===== config.mk =====
export PLATFORM = sky130hd
export DESIGN_NAME = ex_stage
export DESIGN_NICKNAME = d
export VERILOG_FILES = /design/src/hw/ex_pkg.sv /design/src/hw/alu.sv /design/src/hw/branch_unit.sv /design/src/hw/csr_buffer.sv /design/src/hw/mult.sv /design/src/hw/tlb_flush_capture.sv /design/src/hw/ex_stage.sv
export VERILOG_INCLUDE_DIRS = /design/src /design/src/hw
export SDC_FILE = /design/constraint.sdc
export NUM_CORES = 2
export LEC_CHECK = 0
export BUFFER_PORTS_ARGS = -buffer_cell sky130_fd_sc_hd__buf_2
export CORE_MARGIN = 3
export CORE_UTILIZATION = 30
export CTS_BUF_LIST = sky130_fd_sc_hd__clkbuf_16
export CTS_CLUSTER_DIAMETER = 150
export DETAILED_ROUTE_END_ITERATION = 16
export PLACE_DENSITY_LB_ADDON = 0.12
export REMOVE_ABC_BUFFERS = 1
export SLEW_MARGIN = 0
export SYNTH_ARGS = -nofsm -noshare
export SYNTH_HDL_FRONTEND = slang
export SYNTH_HIERARCHICAL = 1
export SYNTH_SLANG_ARGS = --single-unit

===== constraint.sdc =====
create_clock -name clk_i -period 7.18 [get_ports clk_i]
set_input_delay 0.718 -clock clk_i [delete_from_list [all_inputs] [get_ports clk_i]]
set_output_delay 0.718 -clock clk_i [all_outputs]
set_load 0.01 [all_outputs]

===== src/hw/ex_cfg.svh =====
`ifndef EX_CFG_SVH
`define EX_CFG_SVH

// Data and address width
`define EX_XLEN 32

// Scoreboard tag width
`define EX_TRANS_ID_BITS 3

// CSR address and SFENCE.VMA ASID widths
`define EX_CSR_ADDR_BITS 12
`define EX_ASID_BITS 9

`endif


===== src/hw/ex_pkg.sv =====
`include "ex_cfg.svh"

package ex_pkg;

    // --------------------------------------------------
    // Functional unit operations
    // --------------------------------------------------
    typedef enum logic [4:0] {
        // ALU
        ADD, SUB, AND, OR, XOR,
        SLL, SRL, SRA,
        SLTS, SLTU,
        // Branch unit
        EQ, NE, LTS, GES, LTU, GEU,
        JAL, JALR,
        // Multiplier
        MUL, MULH, MULHU,
        // CSR path
        CSR_RW, SFENCE_VMA
    } fu_op_e;

    // --------------------------------------------------
    // Data and tag types
    // --------------------------------------------------
    // Operands, results and addresses
    typedef logic [`EX_XLEN-1:0] xlen_t;

    // Scoreboard entry for write-back
    typedef logic [`EX_TRANS_ID_BITS-1:0] trans_id_t;

    typedef logic [`EX_CSR_ADDR_BITS-1:0] csr_addr_t;

endpackage


===== src/hw/alu.sv =====
`timescale 1ns/1ps

module alu import ex_pkg::*; (
    input  fu_op_e operation_i,
    input  xlen_t  operand_a_i,
    input  xlen_t  operand_b_i,
    output xlen_t  result_o,
    output logic   branch_cmp_o
);

    logic                             negate_b;
    logic                             signed_cmp;
    logic [$bits(xlen_t):0]           adder_a;
    logic [$bits(xlen_t):0]           adder_b;
    logic [$bits(xlen_t):0]           adder_sum;
    logic                             is_equal;
    logic                             is_less;
    logic [$clog2($bits(xlen_t))-1:0] shamt;

    // --------------------------------------------------
    // Shared adder
    // --------------------------------------------------
    // Subtract for SUB and every compare
    assign negate_b = operation_i inside {SUB, SLTS, SLTU, EQ, NE, LTS, GES, LTU, GEU};
    assign signed_cmp = operation_i inside {SLTS, LTS, GES};

    // One extra bit so signed and unsigned compares both read the top bit
    assign adder_a = {signed_cmp & operand_a_i[$bits(xlen_t)-1], operand_a_i};
    assign adder_b = {signed_cmp & operand_b_i[$bits(xlen_t)-1], operand_b_i}
                     ^ {($bits(xlen_t) + 1){negate_b}};

    assign adder_sum = adder_a + adder_b + {{$bits(xlen_t){1'b0}}, negate_b};

    assign is_equal = ~|adder_sum[$bits(xlen_t)-1:0];
    assign is_less  = adder_sum[$bits(xlen_t)];

    assign shamt = operand_b_i[$clog2($bits(xlen_t))-1:0];

    // --------------------------------------------------
    // Result select
    // --------------------------------------------------
    always_comb begin
        result_o = '0;
        case (operation_i)
            ADD, SUB: result_o = adder_sum[$bits(xlen_t)-1:0];
            AND:      result_o = operand_a_i & operand_b_i;
            OR:       result_o = operand_a_i | operand_b_i;
            XOR:      result_o = operand_a_i ^ operand_b_i;
            SLL:      result_o = operand_a_i << shamt;
            SRL:      result_o = operand_a_i >> shamt;
            SRA:      result_o = xlen_t'($signed(operand_a_i) >>> shamt);
            SLTS, SLTU: begin
                result_o = {{($bits(xlen_t) - 1){1'b0}}, is_less};
            end
            default:  result_o = '0;
        endcase
    end

    // Branch condition
    always_comb begin
        case (operation_i)
            EQ:       branch_cmp_o = is_equal;
            NE:       branch_cmp_o = ~is_equal;
            LTS, LTU: branch_cmp_o = is_less;
            GES, GEU: branch_cmp_o = ~is_less;
            default:  branch_cmp_o = 1'b1;
        endcase
    end

endmodule


===== src/hw/branch_unit.sv =====
`timescale 1ns/1ps

module branch_unit import ex_pkg::*; (
    input  fu_op_e operation_i,
    input  xlen_t  operand_a_i,
    input  xlen_t  imm_i,
    input  xlen_t  pc_i,
    input  logic   is_compressed_i,
    input  logic   branch_valid_i,
    input  logic   branch_cmp_i,
    input  logic   predict_taken_i,
    input  xlen_t  predict_target_i,
    output xlen_t  link_addr_o,
    output logic   resolve_branch_o,
    output logic   mispredict_o,
    output xlen_t  resolved_target_o,
    output logic   branch_exception_o
);

    logic  is_jalr;
    logic  is_jump;
    logic  taken;
    xlen_t target_base;
    xlen_t target_sum;
    xlen_t target;

    assign is_jalr = (operation_i == JALR);
    assign is_jump = (operation_i == JAL) || is_jalr;

    // --------------------------------------------------
    // Target and link address
    // --------------------------------------------------
    // JALR is register relative, the rest pc relative
    assign target_base = is_jalr ? operand_a_i : pc_i;
    assign target_sum  = target_base + imm_i;

    always_comb begin
        target = target_sum;
        if (is_jalr) begin
            target[0] = 1'b0;
        end
    end

    // Return address skips the instruction itself
    assign link_addr_o = pc_i + (is_compressed_i ? xlen_t'(2) : xlen_t'(4));

    // --------------------------------------------------
    // Resolution
    // --------------------------------------------------
    assign taken = is_jump | branch_cmp_i;

    assign resolve_branch_o  = branch_valid_i;
    assign resolved_target_o = taken ? target : link_addr_o;

    // Wrong direction, or right direction with a wrong target
    assign mispredict_o = branch_valid_i &
                          ((taken != predict_taken_i) ||
                           (taken && (target != predict_target_i)));

    // C extension present so only bit 0 can misalign
    assign branch_exception_o = branch_valid_i & taken & target[0];

endmodule


===== src/hw/csr_buffer.sv =====
`timescale 1ns/1ps

module csr_buffer import ex_pkg::*; (
    input  logic      clk_i,
    input  logic      rst_ni,
    input  logic      flush_i,
    input  logic      csr_valid_i,
    input  xlen_t     imm_i,
    input  logic      csr_commit_i,
    output logic      csr_ready_o,
    output csr_addr_t csr_addr_o
);

    logic      valid_q;
    csr_addr_t addr_q;

    // --------------------------------------------------
    // Occupancy
    // --------------------------------------------------
    // Single entry, so any CSR blocks further CSR issue until commit
    always_ff @(posedge clk_i or negedge rst_ni) begin
        if (!rst_ni) begin
            valid_q <= 1'b0;
        end else if (flush_i) begin
            valid_q <= 1'b0;
        end else if (csr_valid_i) begin
            valid_q <= 1'b1;
        end else if (csr_commit_i) begin
            valid_q <= 1'b0;
        end
    end

    // CSR address sits in the low immediate bits
    always_ff @(posedge clk_i) begin
        if (csr_valid_i) begin
            addr_q <= imm_i[$bits(csr_addr_t)-1:0];
        end
    end

    assign csr_ready_o = ~valid_q;
    assign csr_addr_o  = addr_q;

    // --------------------------------------------------
    // Checks
    // --------------------------------------------------
    // Issue logic must hold CSRs back until the entry retires
    csr_issue_when_full_a: assert property (
        @(posedge clk_i) disable iff (!rst_ni)
        valid_q |-> !csr_valid_i
    ) else $error("csr_buffer: CSR issued while buffer full");

endmodule


===== src/hw/mult.sv =====
`timescale 1ns/1ps

module mult import ex_pkg::*; (
    input  logic      clk_i,
    input  logic      rst_ni,
    input  logic      flush_i,
    input  logic      mult_valid_i,
    input  fu_op_e    operation_i,
    input  xlen_t     operand_a_i,
    input  xlen_t     operand_b_i,
    input  trans_id_t trans_id_i,
    output logic      mult_valid_o,
    output xlen_t     result_o,
    output trans_id_t trans_id_o
);

    logic                                signed_ops;
    logic signed [$bits(xlen_t):0]       mult_a;
    logic signed [$bits(xlen_t):0]       mult_b;
    logic signed [2*$bits(xlen_t)+1:0]   product;
    xlen_t                               result_d;
    logic                                valid_q;
    xlen_t                               result_q;
    trans_id_t                           trans_id_q;

    // --------------------------------------------------
    // Product
    // --------------------------------------------------
    // MULHU zero extends, MUL and MULH sign extend
    assign signed_ops = (operation_i != MULHU);
    assign mult_a = {signed_ops & operand_a_i[$bits(xlen_t)-1], operand_a_i};
    assign mult_b = {signed_ops & operand_b_i[$bits(xlen_t)-1], operand_b_i};
    assign product = mult_a * mult_b;

    assign result_d = (operation_i == MUL) ? product[$bits(xlen_t)-1:0]
                                           : product[2*$bits(xlen_t)-1:$bits(xlen_t)];

    // Output stage, one cycle latency
    always_ff @(posedge clk_i or negedge rst_ni) begin
        if (!rst_ni) begin
            valid_q <= 1'b0;
        end else begin
            valid_q <= mult_valid_i & ~flush_i;
        end
    end

    always_ff @(posedge clk_i) begin
        if (mult_valid_i) begin
            result_q   <= result_d;
            trans_id_q <= trans_id_i;
        end
    end

    assign mult_valid_o = valid_q;
    assign result_o     = result_q;
    assign trans_id_o   = trans_id_q;

    // Any other opcode would silently return a high product
    issue_op_is_mult_a: assert property (
        @(posedge clk_i) disable iff (!rst_ni)
        mult_valid_i |-> (operation_i inside {MUL, MULH, MULHU})
    ) else $error("mult: non-multiply operation on the multiply strobe");

endmodule


===== src/hw/tlb_flush_capture.sv =====
`timescale 1ns/1ps
`include "ex_cfg.svh"

module tlb_flush_capture import ex_pkg::*; (
    input  logic                     clk_i,
    input  logic                     rst_ni,
    input  logic                     flush_i,
    input  logic                     csr_valid_i,
    input  fu_op_e                   operation_i,
    input  xlen_t                    operand_a_i,
    input  xlen_t                    operand_b_i,
    output logic                     sfence_pending_o,
    output xlen_t                    flush_vaddr_o,
    output logic [`EX_ASID_BITS-1:0] flush_asid_o
);

    logic                     is_sfence;
    logic                     pending_q;
    xlen_t                    vaddr_q;
    logic [`EX_ASID_BITS-1:0] asid_q;

    // SFENCE.VMA travels on the CSR strobe
    assign is_sfence = csr_valid_i && (operation_i == SFENCE_VMA);

    always_ff @(posedge clk_i or negedge rst_ni) begin
        if (!rst_ni) begin
            pending_q <= 1'b0;
        end else if (flush_i) begin
            pending_q <= 1'b0;
        end else if (is_sfence) begin
            pending_q <= 1'b1;
        end
    end

    // First fence wins until the pipeline flush
    always_ff @(posedge clk_i) begin
        if (is_sfence && !pending_q) begin
            vaddr_q <= operand_a_i;
            asid_q  <= operand_b_i[`EX_ASID_BITS-1:0];
        end
    end

    assign sfence_pending_o = pending_q;
    assign flush_vaddr_o    = vaddr_q;
    assign flush_asid_o     = asid_q;

endmodule


===== src/hw/ex_stage.sv =====
`timescale 1ns/1ps
`include "ex_cfg.svh"

module ex_stage import ex_pkg::*; (
    input  logic                     clk_i,
    input  logic                     rst_ni,
    input  logic                     flush_i,
    // Issue bus
    input  fu_op_e                   operation_i,
    input  xlen_t                    operand_a_i,
    input  xlen_t                    operand_b_i,
    input  xlen_t                    imm_i,
    input  trans_id_t                trans_id_i,
    input  xlen_t                    pc_i,
    input  logic                     is_compressed_i,
    input  logic                     alu_valid_i,
    input  logic                     branch_valid_i,
    input  logic                     csr_valid_i,
    input  logic                     mult_valid_i,
    input  logic                     predict_taken_i,
    input  xlen_t                    predict_target_i,
    input  logic                     csr_commit_i,
    // Write-back
    output xlen_t                    flu_result_o,
    output trans_id_t                flu_trans_id_o,
    output logic                     flu_valid_o,
    output logic                     flu_ready_o,
    // Branch resolution
    output logic                     resolve_branch_o,
    output logic                     mispredict_o,
    output xlen_t                    resolved_target_o,
    output logic                     branch_exception_o,
    output csr_addr_t                csr_addr_o,
    // TLB flush request
    output logic                     sfence_pending_o,
    output xlen_t                    flush_vaddr_o,
    output logic [`EX_ASID_BITS-1:0] flush_asid_o
);

    xlen_t     alu_result;
    logic      alu_branch_cmp;
    xlen_t     link_addr;
    logic      csr_ready;
    logic      mult_valid;
    xlen_t     mult_result;
    trans_id_t mult_trans_id;

    // --------------------------------------------------
    // Fixed latency units
    // --------------------------------------------------
    alu u_alu (
        .operation_i  (operation_i),
        .operand_a_i  (operand_a_i),
        .operand_b_i  (operand_b_i),
        .result_o     (alu_result),
        .branch_cmp_o (alu_branch_cmp)
    );

    branch_unit u_branch_unit (
        .operation_i        (operation_i),
        .operand_a_i        (operand_a_i),
        .imm_i              (imm_i),
        .pc_i               (pc_i),
        .is_compressed_i    (is_compressed_i),
        .branch_valid_i     (branch_valid_i),
        .branch_cmp_i       (alu_branch_cmp),
        .predict_taken_i    (predict_taken_i),
        .predict_target_i   (predict_target_i),
        .link_addr_o        (link_addr),
        .resolve_branch_o   (resolve_branch_o),
        .mispredict_o       (mispredict_o),
        .resolved_target_o  (resolved_target_o),
        .branch_exception_o (branch_exception_o)
    );

    csr_buffer u_csr_buffer (
        .clk_i        (clk_i),
        .rst_ni       (rst_ni),
        .flush_i      (flush_i),
        .csr_valid_i  (csr_valid_i),
        .imm_i        (imm_i),
        .csr_commit_i (csr_commit_i),
        .csr_ready_o  (csr_ready),
        .csr_addr_o   (csr_addr_o)
    );

    mult u_mult (
        .clk_i        (clk_i),
        .rst_ni       (rst_ni),
        .flush_i      (flush_i),
        .mult_valid_i (mult_valid_i),
        .operation_i  (operation_i),
        .operand_a_i  (operand_a_i),
        .operand_b_i  (operand_b_i),
        .trans_id_i   (trans_id_i),
        .mult_valid_o (mult_valid),
        .result_o     (mult_result),
        .trans_id_o   (mult_trans_id)
    );

    tlb_flush_capture u_tlb_flush_capture (
        .clk_i            (clk_i),
        .rst_ni           (rst_ni),
        .flush_i          (flush_i),
        .csr_valid_i      (csr_valid_i),
        .operation_i      (operation_i),
        .operand_a_i      (operand_a_i),
        .operand_b_i      (operand_b_i),
        .sfence_pending_o (sfence_pending_o),
        .flush_vaddr_o    (flush_vaddr_o),
        .flush_asid_o     (flush_asid_o)
    );

    // --------------------------------------------------
    // Write-back mux
    // --------------------------------------------------
    assign flu_valid_o = alu_valid_i | branch_valid_i | csr_valid_i | mult_valid;
    assign flu_ready_o = csr_ready;

    always_comb begin
        // Branch link address by default
        flu_result_o   = link_addr;
        flu_trans_id_o = trans_id_i;
        if (alu_valid_i) begin
            flu_result_o = alu_result;
        end else if (csr_valid_i) begin
            // CSR writes back rs1, the CSR itself is read at commit
            flu_result_o = operand_a_i;
        end else if (mult_valid) begin
            flu_result_o   = mult_result;
            flu_trans_id_o = mult_trans_id;
        end
    end

    // --------------------------------------------------
    // Issue rule checks
    // --------------------------------------------------
    strobe_onehot_a: assert property (
        @(posedge clk_i) disable iff (!rst_ni)
        $onehot0({alu_valid_i, branch_valid_i, csr_valid_i, mult_valid_i})
    ) else $error("ex_stage: more than one unit strobe high");

    // Multiplier owns the write-back port one cycle after its issue
    mult_port_clash_a: assert property (
        @(posedge clk_i) disable iff (!rst_ni)
        mult_valid |-> !(alu_valid_i | branch_valid_i | csr_valid_i | mult_valid_i)
    ) else $error("ex_stage: issue collides with multiplier write-back");

endmodule


# Yosys cells after proc, flatten, opt, wreduce, memory -nomap -nowiden
# Index checks and enable logic that the tools add are counted.
[totals] input_bits=178 reg_bits=91
[op_classes] eq_ne=22 addsub=4 bitwise=19 n_shift=3 n_reduce_logical=17 n_mux=18 multipliers=1
[ops] op="$pmux 32 s8" n=1
[ops] op="$mux 32" n=6
[ops] op="$add 32x32->32" n=2
[ops] op="$mul 33x33->64" n=1
[ops] op="$eq 5x4->1 const B" n=8
[ops] op="$add 33x1->33" n=1
[ops] op="$add 33x33->33" n=1
[ops] op="$xor 33x33->33" n=1
[ops] op="$and 32x32->32" n=1
[ops] op="$ne 32x32->1" n=1
[ops] op="$or 32x32->32" n=1
[ops] op="$reduce_or 32->1" n=1
[ops] op="$shl 32x5->32" n=1
[ops] op="$shr 32x5->32" n=1
[ops] op="$sshr 32x5->32" n=1
[ops] op="$xor 32x32->32" n=1
[ops] op="$eq 5x3->1 const B" n=4
[ops] op="$eq 5x5->1 const B" n=4
[ops] op="$mux 3" n=4
[ops] op="$eq 5x2->1 const B" n=2
[ops] op="$reduce_bool 9->1" n=1
[ops] op="$and 1x1->1" n=8
[ops] op="$reduce_or 2->1" n=4
[ops] op="$mux 1" n=6
[ops] op="other kinds (12)" n=22

# Depth between registers and ports, before layout
[depth] depth_word=13 mapped_depth=32 ltp_nobuf=30

# Modules after synthesis
# Netlist, hierarchy kept.
[modules_own_cells] module="mult" n_inst=1 seq_area_each_um2=1076.0 area_each_um2=39426.6 cells_per_inst=4316
[modules_own_cells] module="alu" n_inst=1 seq_area_each_um2=0.0 area_each_um2=7733.7 cells_per_inst=1174
[modules_own_cells] module="branch_unit" n_inst=1 seq_area_each_um2=0.0 area_each_um2=3897.5 cells_per_inst=542
[modules_own_cells] module="tlb_flush_capture" n_inst=1 seq_area_each_um2=1256.2 area_each_um2=1320.0 cells_per_inst=47
[modules_own_cells] module="ex_stage" n_inst=1 seq_area_each_um2=0.0 area_each_um2=1243.7 cells_per_inst=152
[modules_own_cells] module="csr_buffer" n_inst=1 seq_area_each_um2=385.4 area_each_um2=407.9 cells_per_inst=17

# Least setup slack after synthesis
# Ideal clock, no wire load.
[synth_path] kind="input-to-reg" startpoint="input port operation_i[3]" endpoint="register u_mult.result_q[31] (netlist: u_mult/result_o[31]), data pin" t_arrival_ps=8584 slack_ps=-1671 setup_ps=267 path_stages=30 path_buffers=2 cell_sequence="nor3b_1 nand3b_1 and2_1 clkbuf_1 nand2_1 inv_1 fa_1 inv_1 fa_1 inv_1 fa_1 fa_1 inv_1 fa_1 inv_1 fa_1 inv_1 fa_1 fa_1 inv_1 ha_1 clkbuf_1 a21o_1 a21o_1 a21oi_1 or3b_1 o21ai_1 nand4b_1 a2111oi_2 nor3b_1"
[synth_via] elab_chain_len=4
[synth_rtl] item="start: declaration" line="ex_stage.sv:9" text="input fu_op_e operation_i,"
[synth_rtl] item="$ne 5x5->1" line="mult.sv:30" text="assign signed_ops = (operation_i != MULHU);"
[synth_rtl] item="$and 1x1->1 (on tied branches)" line="mult.sv:31, mult.sv:32"
[synth_rtl] item="$mul 33x33->64" line="mult.sv:33" text="assign product = mult_a * mult_b;"
[synth_rtl] item="$mux 32 (*)" line="mult.sv:35" text="assign result_d = (operation_i == MUL) ? product[$bits(xlen_t)-1:0]"
[synth_rtl] item="net u_mult.result_d[31]" line="mult.sv:21" text="xlen_t result_d;"
[synth_rtl] item="end signal: assignment" line="mult.sv:49" text="result_q <= result_d;"
[synth_rtl] item="end: declaration" line="mult.sv:23" text="xlen_t result_q;"
# The timed path passes the listed nets; every way through them passes the cells marked *.
# A chain may end at the register's enable or synchronous reset.

# Final worst setup path
[layout_path] startpoint="input port operation_i[3]" endpoint="register u_mult.result_q[24] (netlist: u_mult/result_o[24]), data pin"
# Same word-level chain as after synthesis.

==> results.md <==
* Status: complete, but fails checks
* Violated checks: setup timing
* Die area at 185000 um2
* Vias at 47.6k
* Adder-Cell Fraction of Synth Area at 0.498
* Die span in y at 430 um
* Post-synthesis simple-gate area fraction at 0.166
* Area after DPL at 65100 um2
* Largest family of logic cells by synthesized area: adder cells
* Setup violators final at 32
* Largest net degree at the start of global routing at 67
* Avg Cell Area, Syn at 8.65 um2
* Worst hold margin at 0.0767 ns
* Slew Limit Fails at 0
* Netlist cell types at 120
* Sequential fraction of the synthesis area at 0.0503
* # hold bufs at CTS at 0
* Fin cells at 9523
* First-pass GRT wire length at 356 mm
* Final instance area at 67900 um2
* Max stage delay on crit path at 0.61 ns
* Metal-1 WL at 105 mm
* Number of global-route vias before repair at 50.7k
* Area of the multi-input gates at 46600 um2
* Fin crit share at 1.14
* Antenna violations before repair at 17
* Cells after DPL at 9429
* Reg clk slew, reported paths at 0.09 ns
* RSZ-0062 raised after global routing: yes
* # H-tree levels at 3
* Met2 WL post-DR at 116 mm
* Setup ws final at -0.972 ns
* Worst slew pin tran at 1.17 ns
* Area leader, netlist: fa_1
* Clk sink count at 91
* EDFF count, synth at 88
* Routed len/inst at 25.7 um
* CP required at 7.36 ns
* Crit path DAT at 8.34 ns
* Pre-Repair DR Iteration Count at 5
* Crit path top cell by count: fa_2
* Die width at 430 um
* Top sig layer: met5
* Share of cells above drive strength 1 at 0.232
* Met3 wire len at 11.8 mm
* Final hold violations at 0
* MaxCap Viol Count at 0
* Clock Skews at 0.0127 ns
* Post-synthesis mux area share at 0.0306
* Commonest non-fill, non-tap cells in the layout: inv_1, fa_1, nand2_1, buf_4, ha_1
* Vias per inst at 5.00
* Cell count after synthesis at 6248
* Class of the most critical setup path: in -> reg
* Core Box Area at 179000 um2
* Xor and xnor area share after synthesis at 0.0371
* CTS root buffer: clkbuf_16
* Slew headroom at 0.220
* Port bufs at 303
* Hold Path Class: in -> async
* Commonest non-fill, non-tap cell in the layout: inv_1
* Num CTS Buffers at 9
* Row cnt at 155
* DRT iter0 DRCs at 3319
* Fin crit period at 8.15 ns
* Mapped Area at 54000 um2
* Post-synth top flop: edfxtp_1
* Clk_lat worst skew at 0.44 ns
* Routability cong. at 1.02
* Residual DRC at 0
* CP endpoint kind: register
* Layout area overhead at 25.6%
* NumNets Final at 8807
* Compound-Gate Fraction of Synth Area at 0.104
* Seq cells post-synth at 91
* Layout fillers at 18.5k
* Gr ovfl total at 0
* CP Launch Type: input port
* Initial Utilization at 0.302
* Total Negative Setup Slacks at -22.31 ns
* Crit-path slowest cell: fa_2
* Final WL at 245 mm
* Clock Path Buffers at 2
* DP HPWL at 210 mm
* Antenna-violating nets left at 0
* Achievable frequency at 123 MHz
* Area contributors post-synth: fa_1, inv_1, ha_1
* Gr usage total at 0.263
* Crit path max fanout at 7
* Sequential cell area at 2720 um2
* Post-synthesis async set-or-reset flop share at 0.0330
* Synth warn at 6
* TritonCTS clock tree: built
* IO Count at 304
* Synth top area share at 0.418
[layout make-up]
class | count | area share
antenna | 9 | 0.000332
clock inverter | 6 | 0.000719
multi-input combinational | 4567 | 0.687
sequential | 91 | 0.0401
clock buffer | 9 | 0.00332
inverter | 1228 | 0.0679
tap | 2355 | 0.0434
timing repair buffer | 1258 | 0.157
[metal layers]
metal / vias to the layer above / track usage
met5: - / 0
met4: 10 / 0.112
met3: 319 / 0.0238
met2: 1531 / 0.441
met1: 24500 / 0.346
li1: 21200 / -
[worst max-delay path, delay by kind of cell]
kind / cells / cell delay [ns]
AO/OA/AOI/OAI: 4 / 0.70
XOR/XNOR: 1 / 0.16
adder cells (fa/ha/maj): 9 / 4.44
buffers and inverters: 11 / 1.20
AND/OR/NAND/NOR: 8 / 1.08
[logic make-up after synthesis]
family	count (synthesis)
buffers and inverters	1590
XOR/XNOR	222
flip-flops	91
multiplexers	147
AO/OA/AOI/OAI	840
adder cells (fa/ha/maj)	1474
AND/OR/NAND/NOR	1884
[worst paths after layout]
path                                                                   from                                               to  slack, ns  cells after the start
setup / recovery                                             operation_i[3]                    u_mult/result_o[24]$_DFFE_PP_      -0.97                     33
hold / removal                                                       rst_ni                 u_csr_buffer/valid_q$_DFFE_PN0P_       0.08                      1
setup reg to reg           u_tlb_flush_capture/sfence_pending_o$_DFFE_PN0P_  u_tlb_flush_capture/flush_vaddr_o[22]$_DFFE_PP_       5.56                      2
hold reg to reg                            u_csr_buffer/valid_q$_DFFE_PN0P_                 u_csr_buffer/valid_q$_DFFE_PN0P_       0.56                      2
max in group asynchronous                                            rst_ni                    u_mult/mult_valid_o$_DFF_PN0_       6.98                      1
min in group clk_i                                                 imm_i[7]             u_csr_buffer/csr_addr_o[7]$_DFFE_PP_       0.49                      1
[Yosys cell counts, drive strengths merged (16+ instances only)]
cell,n
mux2,43
xor2,72
or2,22
nor4,16
clkbuf,309
a21oi,229
buf,53
o211ai,33
o21ai,220
fa,1128
nand3,62
nor3b,43
edfxtp,88
o31ai,17
a211o,18
ha,346
xnor2,146
a31oi,26
nand2,963
nor2b,44
o21a,23
a22oi,33
nand2b,16
nor2,233
nor3,33
a211oi,56
or3,18
mux2i,94
nand4,51
and2,316
and3,31
inv,1227
a21o,55
[registers in the layout (all words and copies together), names as in the netlist]
signal and flops:
u_tlb_flush_capture/flush_asid_o 9, u_mult/mult_valid_o 1, u_mult/trans_id_o 3, u_tlb_flush_capture/sfence_pending_o 1, u_tlb_flush_capture/flush_vaddr_o 32, u_csr_buffer/valid_q 1
u_mult/result_o 32, u_csr_buffer/csr_addr_o 12
[metrics by stage]
step | util | setup WS, ns
final | 0.379 | -0.972
after global routing | 0.379 | -1.21
after CTS | 0.376 | -0.938
after detailed placement | 0.364 | -1.64
after global placement | 0.364 | -1.57
after floorplan | - | -1.82
[what timing repair did]
item	4_1_cts	5_1_grt
endpoints found under the setup margin	61	63
setup buffers	43	26
resized for setup	294	84
cloned	6	3
endpoints found under the hold margin	0	0
pin swaps	181	79
Power is left out: the tool's default activity adds up to more than one toggle a clock period on the data nets, which glitch-free logic cannot reach.
